[src/source/hist_pkg.sv]
// package with data widths, APB register map, window state enum and pixel, config and bin structs
package hist_pkg;

    localparam int PIX_W      = 8;                     // pixel value bits
    localparam int COLOR_W    = 2;                     // {line parity, pixel parity}
    localparam int BIN_ADDR_W = COLOR_W + PIX_W;       // color bits then pixel bits
    localparam int NUM_BINS   = 1 << BIN_ADDR_W;
    localparam int CNT_W      = 32;
    localparam int COORD_W    = 16;
    // bins occupy 0x800..0x17fc, one address bit above the 2 KB register page
    localparam int APB_ADDR_W = 13;
    localparam int APB_DATA_W = 32;

    localparam logic [APB_ADDR_W-1:0] REG_CTRL     = 'h000;  // [0] enable
    localparam logic [APB_ADDR_W-1:0] REG_LEFT_TOP = 'h004;  // {top, left}
    localparam logic [APB_ADDR_W-1:0] REG_SIZE     = 'h008;  // {height-1, width-1}
    localparam logic [APB_ADDR_W-1:0] REG_STATUS   = 'h00c;  // [0] done, write 1 to ack
    localparam logic [APB_ADDR_W-1:0] BIN_BASE     = 'h800;  // bin n at BIN_BASE + 4n

    typedef enum logic [1:0] {
        ST_IDLE     = 2'd0,
        ST_TOP      = 2'd1,
        ST_IN_WIN   = 2'd2,
        ST_WAIT_ACK = 2'd3
    } win_state_e;

    typedef struct packed {
        logic             sof;
        logic             hact;
        logic [PIX_W-1:0] data;
    } pix_t;

    typedef struct packed {
        logic [COORD_W-1:0] left;
        logic [COORD_W-1:0] top;
        logic [COORD_W-1:0] width_m1;
        logic [COORD_W-1:0] height_m1;
    } win_cfg_t;

    typedef struct packed {
        logic                  valid;
        logic [BIN_ADDR_W-1:0] addr;
    } bin_inc_t;

    typedef struct packed {
        logic                  valid;
        logic [BIN_ADDR_W-1:0] addr;
    } bin_rd_req_t;

endpackage

[src/source/hist_apb_port.sv]
// APB slave with window config, enable, done status and bin readout
`timescale 1ns/1ps

module hist_apb_port (
    input  logic                             pclk,
    input  logic                             hist_rst_pclk,
    input  logic                             psel_i,
    input  logic                             penable_i,
    input  logic                             pwrite_i,
    input  logic [hist_pkg::APB_ADDR_W-1:0]  paddr_i,
    input  logic [hist_pkg::APB_DATA_W-1:0]  pwdata_i,
    output logic [hist_pkg::APB_DATA_W-1:0]  prdata_o,
    output logic                             pready_o,
    output logic                             pslverr_o,
    input  logic                             frame_done_i,
    input  logic [hist_pkg::CNT_W-1:0]       rd_data_i,
    output hist_pkg::win_cfg_t               cfg_o,
    output logic                             en_o,
    output logic                             ack_o,
    output hist_pkg::bin_rd_req_t            rd_req_o
);
    localparam int CW = hist_pkg::COORD_W;

    logic                            access;
    logic                            bin_sel;
    logic                            reg_wr;
    logic                            ack_wr;
    logic                            rd_issue;
    logic                            bin_wait_q;  // second access cycle of a bin read
    logic [hist_pkg::APB_ADDR_W-1:0] bin_off;
    logic                            en_q;
    logic                            done_q;
    logic                            ack_q;
    hist_pkg::win_cfg_t              cfg_q;
    logic [hist_pkg::APB_DATA_W-1:0] reg_rdata;

    assign access   = psel_i && penable_i;
    assign bin_sel  = (paddr_i >= hist_pkg::BIN_BASE);
    assign bin_off  = paddr_i - hist_pkg::BIN_BASE;
    assign rd_issue = access && bin_sel && !pwrite_i && !bin_wait_q;
    assign reg_wr   = access && pwrite_i && !bin_sel;
    assign ack_wr   = reg_wr && (paddr_i == hist_pkg::REG_STATUS) && pwdata_i[0];

    // registers and bin writes finish at once, bin reads take one wait state
    assign pready_o  = access && (!bin_sel || pwrite_i || bin_wait_q);
    assign pslverr_o = 1'b0;

    assign rd_req_o = '{valid: rd_issue, addr: bin_off[hist_pkg::BIN_ADDR_W+1:2]};

    always_ff @(posedge pclk) begin
        if (hist_rst_pclk) begin
            bin_wait_q <= 1'b0;
        end else begin
            bin_wait_q <= rd_issue;
        end
    end

    always_ff @(posedge pclk) begin
        if (hist_rst_pclk) begin
            en_q   <= 1'b0;
            done_q <= 1'b0;
            ack_q  <= 1'b0;
            cfg_q  <= '0;
        end else begin
            ack_q <= ack_wr;
            if (reg_wr) begin
                case (paddr_i)
                    hist_pkg::REG_CTRL: begin
                        en_q <= pwdata_i[0];
                    end
                    hist_pkg::REG_LEFT_TOP: begin
                        cfg_q.left <= pwdata_i[CW-1:0];
                        cfg_q.top  <= pwdata_i[2*CW-1:CW];
                    end
                    hist_pkg::REG_SIZE: begin
                        cfg_q.width_m1  <= pwdata_i[CW-1:0];
                        cfg_q.height_m1 <= pwdata_i[2*CW-1:CW];
                    end
                    default: ;
                endcase
            end
            if (frame_done_i) begin
                done_q <= 1'b1;
            end else if (ack_wr) begin
                done_q <= 1'b0;
            end
        end
    end

    always_comb begin
        reg_rdata = '0;
        case (paddr_i)
            hist_pkg::REG_CTRL:     reg_rdata[0] = en_q;
            hist_pkg::REG_LEFT_TOP: reg_rdata = {cfg_q.top, cfg_q.left};
            hist_pkg::REG_SIZE:     reg_rdata = {cfg_q.height_m1, cfg_q.width_m1};
            hist_pkg::REG_STATUS:   reg_rdata[0] = done_q;
            default:                reg_rdata = '0;
        endcase
    end

    assign prdata_o = bin_wait_q ? rd_data_i : reg_rdata;
    assign cfg_o    = cfg_q;
    assign en_o     = en_q;
    assign ack_o    = ack_q;  // window leaves ST_WAIT_ACK on this pulse

endmodule

[config.mk]
export PLATFORM = sky130hd
export DESIGN_NAME = hist_apb_port
export DESIGN_NICKNAME = d
export VERILOG_FILES = /design/src/source/hist_pkg.sv /design/src/source/hist_apb_port.sv
export SDC_FILE = /design/constraint.sdc
export NUM_CORES = 1
export LEC_CHECK = 0
export ABC_AREA = 1
export BUFFER_PORTS_ARGS = -buffer_cell sky130_fd_sc_hd__buf_2
export CORE_ASPECT_RATIO = 1.25
export CORE_MARGIN = 2
export CORE_UTILIZATION = 43
export CTS_BUF_LIST = sky130_fd_sc_hd__clkbuf_4
export DETAILED_ROUTE_END_ITERATION = 16
export PLACE_DENSITY = 0.79
export RECOVER_POWER = 100
export SLEW_MARGIN = 5
export SYNTH_ARGS = -nofsm -noshare
export SYNTH_HDL_FRONTEND = slang
export SYNTH_SLANG_ARGS = --single-unit
[constraint.sdc]
create_clock -name pclk -period 1.24 [get_ports pclk]
set_input_delay 0.062 -clock pclk [delete_from_list [all_inputs] [get_ports pclk]]
set_output_delay 0.062 -clock pclk [all_outputs]
set_load 0.01 [all_outputs]
==> run_results.csv <==
group,metric,value,unit
route,drtPass1Iterations,6,
yosys,synth.area.top_cells,"dfxtp_1 (35%), nand2_1 (31%), inv_1 (10%), nand3_1 (5.8%), nor2_1 (4.4%)",
clock_tree,cts_buffers,9,
sta,drv_slew,0,
worst_hold_path,hp-class,"in -> reg",
grt,grt_max_degree,32,
grt,track_usage,26.0,%
grt,grt_pass1_vias,4519,
yosys,synth_nets,766,
route,post_drt_wl_per_cell,13.7,µm
sta,fmax,679,MHz
pwr,p_switching,0.00108,W
clock_tree,clock_sinks,68,
grt,overflow,0,
yosys,yosys-top-cells-count,"nand2_1 (324), inv_1 (105), dfxtp_1 (68)",
floorplanning,core_area,8750,µm²
sta,rsz0062_at_grt,"yes",
setup_path,cp-start-kind,"input port",
layout,nNetsFinal,1021,
pwr,ir_drop,0.449,mV
route,routed_wl,14500,µm
route,drc,0,
clock_tree,cts-root-buf,"clkbuf_4",
route,ant_nets,0,
yosys,synthCells,683,
layout,fin_util,71.0,%
yosys,syn_area_per_cell,5.72,µm²
yosys,yosys.area.top_type,"dfxtp_1",
route,num_vias,5038,
sta,period_needed,1.47,ns
floorplanning,pin_count,194,
job,cap_violations,0,
pwr,p_int,0.00331,W
place,dpl.hpwl,8590,µm
pwr,p_comb_share,13.2,%
setup_path,cp-end-kind,"output pin",
layout,areaGrowthSynthToFinish,59.0,%
pwr,power_frac_clock,37.0,%
pwr,swShare,24.6,%
setup_path,critPathKind,"in -> out",
setup_path,slowest_delay,0.22,ns
outcome,status,"finished, violations left",
layout,diodes,0,
clock_tree,path_clk_slew,0.12,ns
yosys,ys_ff_latch,68,
clock_tree,cts_tree,"built",
yosys,ys.flop_type,"dfxtp_1",
yosys,synth_area,3910,µm²
floorplanning,initial_utilization,44.7,%
yosys,yosysWarnings,0,
route,drt-initial-drc-count,290,
yosys,yosys.cell_count.top_type,"nand2_1",
floorplanning,rows,38,
pwr,total_power,0.00439,W
pwr,cellPowerDensity,707,nW/µm²
yosys,synth_edf_count,0,
sta,setup_violations,34,
pwr,leakage,3.53,nW
clock_tree,clock_latency,0.40,ns
sta,skew,0,ns
setup_path,cp_slowest_cell,"nor3_4",
setup_path,path_cells,"buf_8 > nor2_4 > nand2_2 > buf_6 > nor3_4 > buf_12 > buf_12 > nand2_2 > nand2_2 > nand2_2 > nand2_2 > buf_6",
outcome,violations,"setup timing",
grt,antenna_found_initial,0,
sta,period_share,119,%
sta,fin_ws,-0.232,ns
setup_path,arrival,1.41,ns
setup_path,cpMostUsedCell,"nand2_2",
floorplanning,die_x,89.3,µm
place,gp_congestion,0.853,
clock_tree,cts_buffer_depth,2,
place,port_buffers,192,
grt,grt_pass1_wl,20300,µm
yosys,synthDistinctLibCells,22,
floorplanning,die_area,9870,µm²
clock_tree,htree_levels,3,
yosys,yosysSeqAreaShare,34.8,%
yosys,async_flop_share,0,%
setup_path,cp.required,1.18,ns
layout,fillCellCount,735,
layout,drive_gt1_share,33.6,%
setup_path,crit_fanout,8,
floorplanning,die_y,111,µm
sta,hold_violations,0,
sta,final.setup.tns,-5.71,ns
yosys,yosys.area.top_type_share,34.8,%
pwr,sequentialPowerShare,49.8,%
route,via_per_inst,4.74,
## layout make-up
type / instances / area [µm²] / area share (%)
clock buffers: 10 / 75.1 / 1.21
well taps: 120 / 150 / 2.42
flip-flops and latches: 68 / 1370 / 22.0
clock inverters: 6 / 78.8 / 1.27
repair buffers: 289 / 2080 / 33.4
multi-input cells: 461 / 2050 / 33.0
inverters: 109 / 417 / 6.71
## routing by layer
| layer | up-vias | part of all wire, % | track usage [%] |
|---|---|---|---|
| met5 | - | 0 | 0 |
| met4 | 0 | 4.2 | 13.4 |
| met3 | 55 | 5.9 | 3.44 |
| met2 | 235 | 52 | 46.8 |
| met1 | 2238 | 38 | 28.5 |
| li1 | 2510 | - | - |
## logic make-up (layout without fill, tap and decap cells)
group                  Yosys count  in the layout  share of synthesized area (%)
AND/OR/NAND/NOR                424            424                           43.3
buffers and inverters          154            414                           17.1
flip-flops                      68             68                           34.8
AO/OA/AOI/OAI                   36             36                           4.64
other                            1              1                         0.0960
## worst max-delay path: cells and delay by family
kind                   cells  cell delay [ns]
AND/OR/NAND/NOR            7             0.67
buffers and inverters      5             0.66
## power by group through the flow
stage,sequential [W],combinational (W),clock [W]
final,0.00219,0.000579,0.00163
after global routing,0.00219,0.000627,0.00174
after CTS,0.00219,0.000529,0.00164
after detailed placement,0.00224,0.000396,0
after global placement,0.00224,0.000392,0
after floorplan,0.00224,0.000178,0
## sequential cells by signal, summed over array words and instances, names as in the netlist
signal	cells
cfg_o	64
done_q	1
en_o	1
bin_wait_q	1
ack_o	1
## path summary, 6_finish.rpt
path | endpoint | slack [ns] | cells after the start | start
setup / recovery | prdata_o[24] | -0.23 | 12 | paddr_i[7]
hold reg to reg | cfg_o[29] | 0.49 | 2 | cfg_o[29]
setup reg to reg | bin_wait_q | 0.30 | 4 | bin_wait_q
hold / removal | cfg_o[5] | 0.06 | 3 | hist_rst_pclk
## through the flow
stage	cells	worst slack, ns	instance area (µm²)	hold WS (ns)
2_1_floorplan	683	0.0432	3910	0.155
3_3_place_gp	988	-0.238	5180	0.304
3_5_place_dp	988	-0.279	5180	0.303
4_1_cts	1051	-0.169	5930	0.0382
5_1_grt	1063	-0.292	6210	0.0643
6_report	1063	-0.232	6210	0.0582
## placed cells by master, fill, tap and decap left out, types with 3 or more instances in the layout
cell type / Yosys / final
nand2_1: 324 / 297
buf_2: 8 / 179
inv_1: 105 / 104
dfxtp_1: 68 / 67
buf_4: 15 / 41
nor2_1: 46 / 40
nand3_1: 45 / 40
a21oi_1: 34 / 34
dlygate4sd3_1: 0 / 34
nand2_2: 1 / 26
buf_6: 3 / 13
buf_12: 0 / 12
clkbuf_4: 0 / 10
nor2_4: 1 / 7
nand3_2: 0 / 4
clkbuf_16: 0 / 4
clkbuf_1: 13 / 4
inv_2: 3 / 3
clkinv_2: 0 / 3
## what timing repair did
item | 4_1_cts | 5_1_grt
gates resized for setup | 36 | 41
hold buffers | 34 | 0
endpoints found under the hold margin | 67 | 0
pin swaps | 5 | 20
setup endpoints to repair | 34 | 34
cloned | 1 | 4
setup buffers | 12 | 10
Power figures use the tool's default switching activity.
