--- src/source/hist_pkg.sv ---
// package with data widths, APB register map, window state enum and pixel, config and bin structs
package hist_pkg;

    localparam int PIX_W      = 8;                     // pixel value bits
    localparam int COLOR_W    = 2;                     // {line parity, pixel parity}
    localparam int BIN_ADDR_W = COLOR_W + PIX_W;       // color bits then pixel bits
    localparam int NUM_BINS   = 1 << BIN_ADDR_W;
    localparam int CNT_W      = 32;
    localparam int COORD_W    = 16;
    // bins occupy 0x800..0x17fc, one address bit above the 2 KB register page
    localparam int APB_ADDR_W = 13;
    localparam int APB_DATA_W = 32;

    localparam logic [APB_ADDR_W-1:0] REG_CTRL     = 'h000;  // [0] enable
    localparam logic [APB_ADDR_W-1:0] REG_LEFT_TOP = 'h004;  // {top, left}
    localparam logic [APB_ADDR_W-1:0] REG_SIZE     = 'h008;  // {height-1, width-1}
    localparam logic [APB_ADDR_W-1:0] REG_STATUS   = 'h00c;  // [0] done, write 1 to ack
    localparam logic [APB_ADDR_W-1:0] BIN_BASE     = 'h800;  // bin n at BIN_BASE + 4n

    typedef enum logic [1:0] {
        ST_IDLE     = 2'd0,
        ST_TOP      = 2'd1,
        ST_IN_WIN   = 2'd2,
        ST_WAIT_ACK = 2'd3
    } win_state_e;

    typedef struct packed {
        logic             sof;
        logic             hact;
        logic [PIX_W-1:0] data;
    } pix_t;

    typedef struct packed {
        logic [COORD_W-1:0] left;
        logic [COORD_W-1:0] top;
        logic [COORD_W-1:0] width_m1;
        logic [COORD_W-1:0] height_m1;
    } win_cfg_t;

    typedef struct packed {
        logic                  valid;
        logic [BIN_ADDR_W-1:0] addr;
    } bin_inc_t;

    typedef struct packed {
        logic                  valid;
        logic [BIN_ADDR_W-1:0] addr;
    } bin_rd_req_t;

endpackage

--- src/source/hist_window.sv ---
// Bayer color tracking, window of interest counters, frame FSM and bin increments
`timescale 1ns/1ps

module hist_window (
    input  logic               pclk,
    input  logic               hist_rst_pclk,
    input  hist_pkg::pix_t     pix_i,
    input  hist_pkg::win_cfg_t cfg_i,
    input  logic               en_i,
    input  logic               ack_i,
    output hist_pkg::bin_inc_t inc_o,
    output logic               frame_done_o
);
    hist_pkg::win_state_e            state_q;
    logic [hist_pkg::COORD_W-1:0]    vcnt_q;      // lines left in margin or window
    logic [hist_pkg::COORD_W-1:0]    hcnt_q;      // pixels left in margin or window
    logic                            hact_d;
    logic                            line_end;
    logic                            start;
    logic                            line_par_q;
    logic                            pix_par_q;
    logic [hist_pkg::COLOR_W-1:0]    color;
    logic                            h_pre_q;     // left of the window
    logic                            h_in_q;      // inside window horizontally
    logic                            h_win;
    logic                            v_win;
    logic                            inc_valid_q;
    logic [hist_pkg::BIN_ADDR_W-1:0] inc_addr_q;
    logic                            frame_done_q;

    assign line_end = hact_d && !pix_i.hact;
    assign start    = pix_i.sof && en_i && (state_q == hist_pkg::ST_IDLE);
    assign color    = pix_i.sof ? '0 : {line_par_q, pix_par_q};  // sof beat is line 0, pixel 0
    assign h_win    = h_in_q || (h_pre_q && (hcnt_q == '0));
    assign v_win    = pix_i.sof ? (start && (cfg_i.top == '0))
                                : (state_q == hist_pkg::ST_IN_WIN);

    always_ff @(posedge pclk) begin
        if (hist_rst_pclk) begin
            hact_d     <= 1'b0;
            line_par_q <= 1'b0;
            pix_par_q  <= 1'b0;
        end else begin
            hact_d <= pix_i.hact;
            if (pix_i.sof) begin
                line_par_q <= 1'b0;
                pix_par_q  <= pix_i.hact;  // sof may carry the first pixel
            end else if (pix_i.hact) begin
                pix_par_q <= !pix_par_q;
            end else begin
                pix_par_q <= 1'b0;         // each line starts on an even pixel
                if (hact_d) begin
                    line_par_q <= !line_par_q;
                end
            end
        end
    end

    // count off the left margin, then width_m1 + 1 window pixels
    always_ff @(posedge pclk) begin
        if (hist_rst_pclk) begin
            h_pre_q <= 1'b0;
            h_in_q  <= 1'b0;
            hcnt_q  <= '0;
        end else if (!pix_i.hact) begin
            h_pre_q <= 1'b1;
            h_in_q  <= 1'b0;
            hcnt_q  <= cfg_i.left;
        end else if (h_pre_q) begin
            if (hcnt_q == '0) begin
                h_pre_q <= 1'b0;
                h_in_q  <= (cfg_i.width_m1 != '0);
                hcnt_q  <= cfg_i.width_m1 - 1'b1;   // first window pixel is this beat
            end else begin
                hcnt_q <= hcnt_q - 1'b1;
            end
        end else if (h_in_q) begin
            if (hcnt_q == '0) begin
                h_in_q <= 1'b0;
            end else begin
                hcnt_q <= hcnt_q - 1'b1;
            end
        end
    end

    always_ff @(posedge pclk) begin
        if (hist_rst_pclk) begin
            state_q      <= hist_pkg::ST_IDLE;
            vcnt_q       <= '0;
            frame_done_q <= 1'b0;
        end else begin
            frame_done_q <= 1'b0;
            if (start) begin
                if (cfg_i.top == '0) begin
                    state_q <= hist_pkg::ST_IN_WIN;
                    vcnt_q  <= cfg_i.height_m1;
                end else begin
                    state_q <= hist_pkg::ST_TOP;
                    vcnt_q  <= cfg_i.top - 1'b1;
                end
            end else if (pix_i.sof && (state_q != hist_pkg::ST_WAIT_ACK)) begin
                state_q <= hist_pkg::ST_IDLE;   // disabled at frame boundary
            end else begin
                case (state_q)
                    hist_pkg::ST_TOP: begin
                        if (line_end && (vcnt_q == '0)) begin
                            state_q <= hist_pkg::ST_IN_WIN;
                            vcnt_q  <= cfg_i.height_m1;
                        end else if (line_end) begin
                            vcnt_q <= vcnt_q - 1'b1;
                        end
                    end
                    hist_pkg::ST_IN_WIN: begin
                        if (line_end && (vcnt_q == '0)) begin
                            state_q      <= hist_pkg::ST_WAIT_ACK;
                            frame_done_q <= 1'b1;  // last window line just ended
                        end else if (line_end) begin
                            vcnt_q <= vcnt_q - 1'b1;
                        end
                    end
                    hist_pkg::ST_WAIT_ACK: begin
                        if (ack_i) begin
                            state_q <= hist_pkg::ST_IDLE;
                        end
                    end
                    default: ;
                endcase
            end
        end
    end

    always_ff @(posedge pclk) begin
        if (hist_rst_pclk) begin
            inc_valid_q <= 1'b0;
        end else begin
            inc_valid_q <= pix_i.hact && h_win && v_win;
        end
    end

    always_ff @(posedge pclk) begin
        inc_addr_q <= {color, pix_i.data};
    end

    assign inc_o        = '{valid: inc_valid_q, addr: inc_addr_q};
    assign frame_done_o = frame_done_q;

endmodule

--- config.mk ---
export PLATFORM = sky130hd
export DESIGN_NAME = hist_window
export DESIGN_NICKNAME = d
export VERILOG_FILES = /design/src/source/hist_pkg.sv /design/src/source/hist_window.sv
export SDC_FILE = /design/constraint.sdc
export NUM_CORES = 1
export LEC_CHECK = 0
export ABC_CLOCK_PERIOD_IN_PS = 2200
export BUFFER_PORTS_ARGS = -buffer_cell sky130_fd_sc_hd__buf_2
export CAP_MARGIN = 20
export CORE_ASPECT_RATIO = 1.2
export CORE_UTILIZATION = 45
export CTS_CLUSTER_SIZE = 40
export DETAILED_ROUTE_END_ITERATION = 10
export PLACE_DENSITY = 0.69
export SLEW_MARGIN = 30
export SYNTH_ARGS = -nofsm -noshare
export SYNTH_HDL_FRONTEND = slang
export SYNTH_SLANG_ARGS = --single-unit
--- constraint.sdc ---
create_clock -name pclk -period 2.2 [get_ports pclk]
set_input_delay 0.22 -clock pclk [delete_from_list [all_inputs] [get_ports pclk]]
set_output_delay 0.22 -clock pclk [all_outputs]
set_load 0.01 [all_outputs]
==> impl_results.md <==
- Reg-to-reg setup timing slack: 90 ps
- CTS tree: built
- Die area: 0.00889 mm²
- Number of flops mapped to enable cells by yosys: 0
- Layout Area Growth over Synthesis: 27.8%
- # DRC: 0
- Worst path max stage delay: 390 ps
- Final setup fails: 0
- Initial cell density of the core: 0.467
- GRT Overall Usage: 0.246
- Setup TNS: 0 ps
- Gpl congestion: 0.922
- Reg-to-Reg End: hcnt_q[10]$_SDFFE_PP0P_
- Clk_skew: between 8 and 9 ps
- CP Launch Type: register
- Slew Viols, Final: 0
- CTS root buf: clkbuf_8
- Via density: 5.58
- Row count: 36
- Drt first-iter violations: roughly 210
- Die extent in x: around 86 µm
- Data arrival, critical path: roughly 2300 ps
- Post-layout util: 0.597
- Hold Path Stages: 3
- Slowest cell on crit path: dfxtp_1
- Number of global-route vias before repair: 3,692
- Top layer in use: met4
- Rel. slew slack: 0.684
- Core area: 0.00820 mm²
- Max rail drop VDD: 241 µV
- Grt total ovfl: 0
- Fillers: 784
- CP most frequent cell: buf_4
- Hold_sp: cfg_i[62]
- CP Capture Type: register
- Worst-Skew Late Latency: 320 ps
- Multi-input combinational cell area: 0.00267 mm²
- # H-tree levels: 2
- Total power density per cell area: 539 mW/mm²
- Met2 WL: 5580 µm
- Crit path kind: register to register
- Period utilisation layout: 0.957
- Crit Path Max Fanout: 13
- Initial antenna violation count: 0
- Leakage power: 2.02 nW
- Mean Syn Cell Area: roughly 8.0 µm²
- Number of max-cap violations: 0
- Fmax: 475 MHz
- Seq cells post-synth: 51
- Main flop type after synthesis: dfxtp_1
- Pin count of the biggest net entering global routing: 24
- Fin nets: 686
- Area leader, netlist: dfxtp_1
- Outcome: finished, final reports clean
- Synth Cell Area: 0.00383 mm²
- Critical Path, Cell by Cell: nor4_4, buf_4, and4b_1, nand4_4, buf_4, nand2_1, o211ai_1, a311oi_1
- Worst-Margin Slew: ~470 ps
- Worst min-delay path category: input port to register
- Syn Nets: 560
- First-pass GRT wire length: 17,400 µm
- WL met3: just over 500 µm
- Hold Fails Final Rpt: 0
- WL/cell: 15.1 µm
- Die height: 103 µm
- Register area: 0.00102 mm²
- Antenna Diode Count: 0
- CP required: about 2400 ps
- # IOs: 90
- Async SR Flop Fraction: 0
- Share of cells above drive strength 1: 0.295
- Ranking of synthesized cells by area: dfxtp_1 (27%), nor2_1 (5.5%), xor2_1 (5.3%)
- Sequential share of the synthesized area: 0.267
- Yosys cell types: 66
- Hold WS: around 130 ps
- Post-synth top area share: 0.267
- TritonCTS buffer count: 5
- Clock Tree Buf Depth: 2
- Mapped Cells: 476
- CTS Sinks: 51
- Final wirelength: 10,900 µm
- R2R cell count: 8
- Hold Path Sink: hcnt_q[14]$_SDFFE_PP0P_
- Reg clk slew, reported paths: 100 ps
- Ys Warns: 0
- Tmin final: 2110 ps
- FF-to-FF Start: hcnt_q[6]$_SDFFE_PP0P_
- Port bufs: 89
- Vias post-DR: about 4,000
- Antenna viol nets, final: 0
- Drt first pass iters: 5
- Post-DP HPWL: 8430 µm
- Met1 Wirelength: 4530 µm
==> state kept, by name, indices dropped and copies added (netlist names) <==
name / flops
h_in_q: 1
inc_valid_q: 1
frame_done_o: 1
inc_addr_q: 10
h_pre_q: 1
vcnt_q: 16
pix_par_q: 1
line_par_q: 1
hact_d: 1
state_q: 2
hcnt_q: 16
==> how the worst max path moves through the flow <==
stage	startpoint	to	cells past startpoint
after floorplan	hcnt_q[2]$_SDFFE_PP0P_	hcnt_q[1]$_SDFFE_PP0P_	8
after global placement	vcnt_q[5]$_SDFFE_PP0P_	vcnt_q[0]$_SDFFE_PP0P_	6
after detailed placement	hcnt_q[6]$_SDFFE_PP0P_	hcnt_q[2]$_SDFFE_PP0P_	7
after CTS	hcnt_q[6]$_SDFFE_PP0P_	hcnt_q[3]$_SDFFE_PP0P_	6
after global routing	hcnt_q[6]$_SDFFE_PP0P_	hcnt_q[10]$_SDFFE_PP0P_	8
final	hcnt_q[6]$_SDFFE_PP0P_	hcnt_q[10]$_SDFFE_PP0P_	8
==> Yosys cell counts (2+ instances only) <==
cell      instances
a211oi_1         11
a21boi_0          4
a21o_1            3
a21oi_1          18
a311oi_1          6
a311oi_2          7
a31oi_1           4
a32oi_1           3
buf_1             2
buf_2             8
buf_6             2
clkbuf_1         14
dfxtp_1          51
ha_1              6
inv_1            12
mux2i_1           8
nand2_1          46
nand2b_1         11
nand3_1          15
nand3b_1          4
nand4_1           8
nand4b_1          6
nor2_1           56
nor2b_1           6
nor3_1           22
nor4_1           10
nor4_2            3
nor4_4            3
o211ai_1         21
o21ai_0          10
o21ai_1           2
o22ai_1           2
o31ai_1           6
o41ai_1           4
or2_2             3
or3_1             2
or3b_2            2
or4_1             8
xnor2_1          18
xor2_1           23
==> power by group <==
group          leakage (nW)  switching (W)  internal, W
registers             0.422      0.0000850     0.000999
clock network        0.0502       0.000349     0.000236
logic                  1.55       0.000509     0.000461
total                  2.02       0.000943      0.00170
==> layout make-up <==
type                    instances  share of cell area
multi-input cells             385               0.545
flip-flops and latches         51               0.209
repair buffers                146               0.188
well taps                     114              0.0291
clock buffers                   5              0.0141
inverters                      13             0.00997
clock inverters                 3             0.00588
==> kinds of logic after synthesis <==
kind of cell / after synthesis / synth area share
muxes: 8 / 0.0209
xor gates and xnor gates: 41 / 0.0938
AOI/OAI and AO/OA: 113 / 0.232
buffers and inverters: 40 / 0.0467
and+or+nand+nor: 217 / 0.321
adders and majority gates: 6 / 0.0196
DFF: 51 / 0.267
==> what timing repair did <==
action | CTS | global route
endpoints found under the hold margin | 6 | 2
buffers inserted | 0 | 6
resized for setup | 0 | 5
endpoints found under the setup margin | 0 | 25
hold buffers | 6 | 2
==> metrics by stage <==
| stage | total power, W | std cells | area, µm² | setup WS, ps |
|---|---|---|---|---|
| 2_1_floorplan | 0.00167 | 476 | 3830 | 137 |
| 6_report | 0.00264 | 717 | 4890 | 94.2 |
| 5_1_grt | 0.00280 | 717 | 4890 | -13.8 |
| 4_1_cts | 0.00261 | 709 | 4790 | 32.3 |
| 3_5_place_dp | 0.00202 | 695 | 4640 | 38.1 |
| 3_3_place_gp | 0.00200 | 695 | 4640 | 107 |
==> metal layers <==
layer / up-vias / track usage
li1: 2020 / -
met1: 1854 / 0.291
met2: 112 / 0.454
met3: 18 / 0.0320
met4: 0 / 0.0872
met5: - / 0
==> cells in the final DEF (no fill, tap or decap), drive strengths merged, types with 11 or more instances in the layout <==
master / count
a211oi: 11
a311oi: 13
nand3: 16
inv: 13
nor2: 56
xor2: 23
o21ai: 12
a21oi: 20
nand2: 46
xnor2: 18
dfxtp: 51
nor4: 16
nand2b: 11
buf: 138
o211ai: 21
nor3: 23
==> critical path: cells and delay by family (launching register included) <==
family | cells | cell delay [ps]
flops | 1 | 390
simple gates | 4 | 900
compound gates | 2 | 340
buf+inv | 2 | 390
No activity file was read; power rests on OpenSTA's default activity.
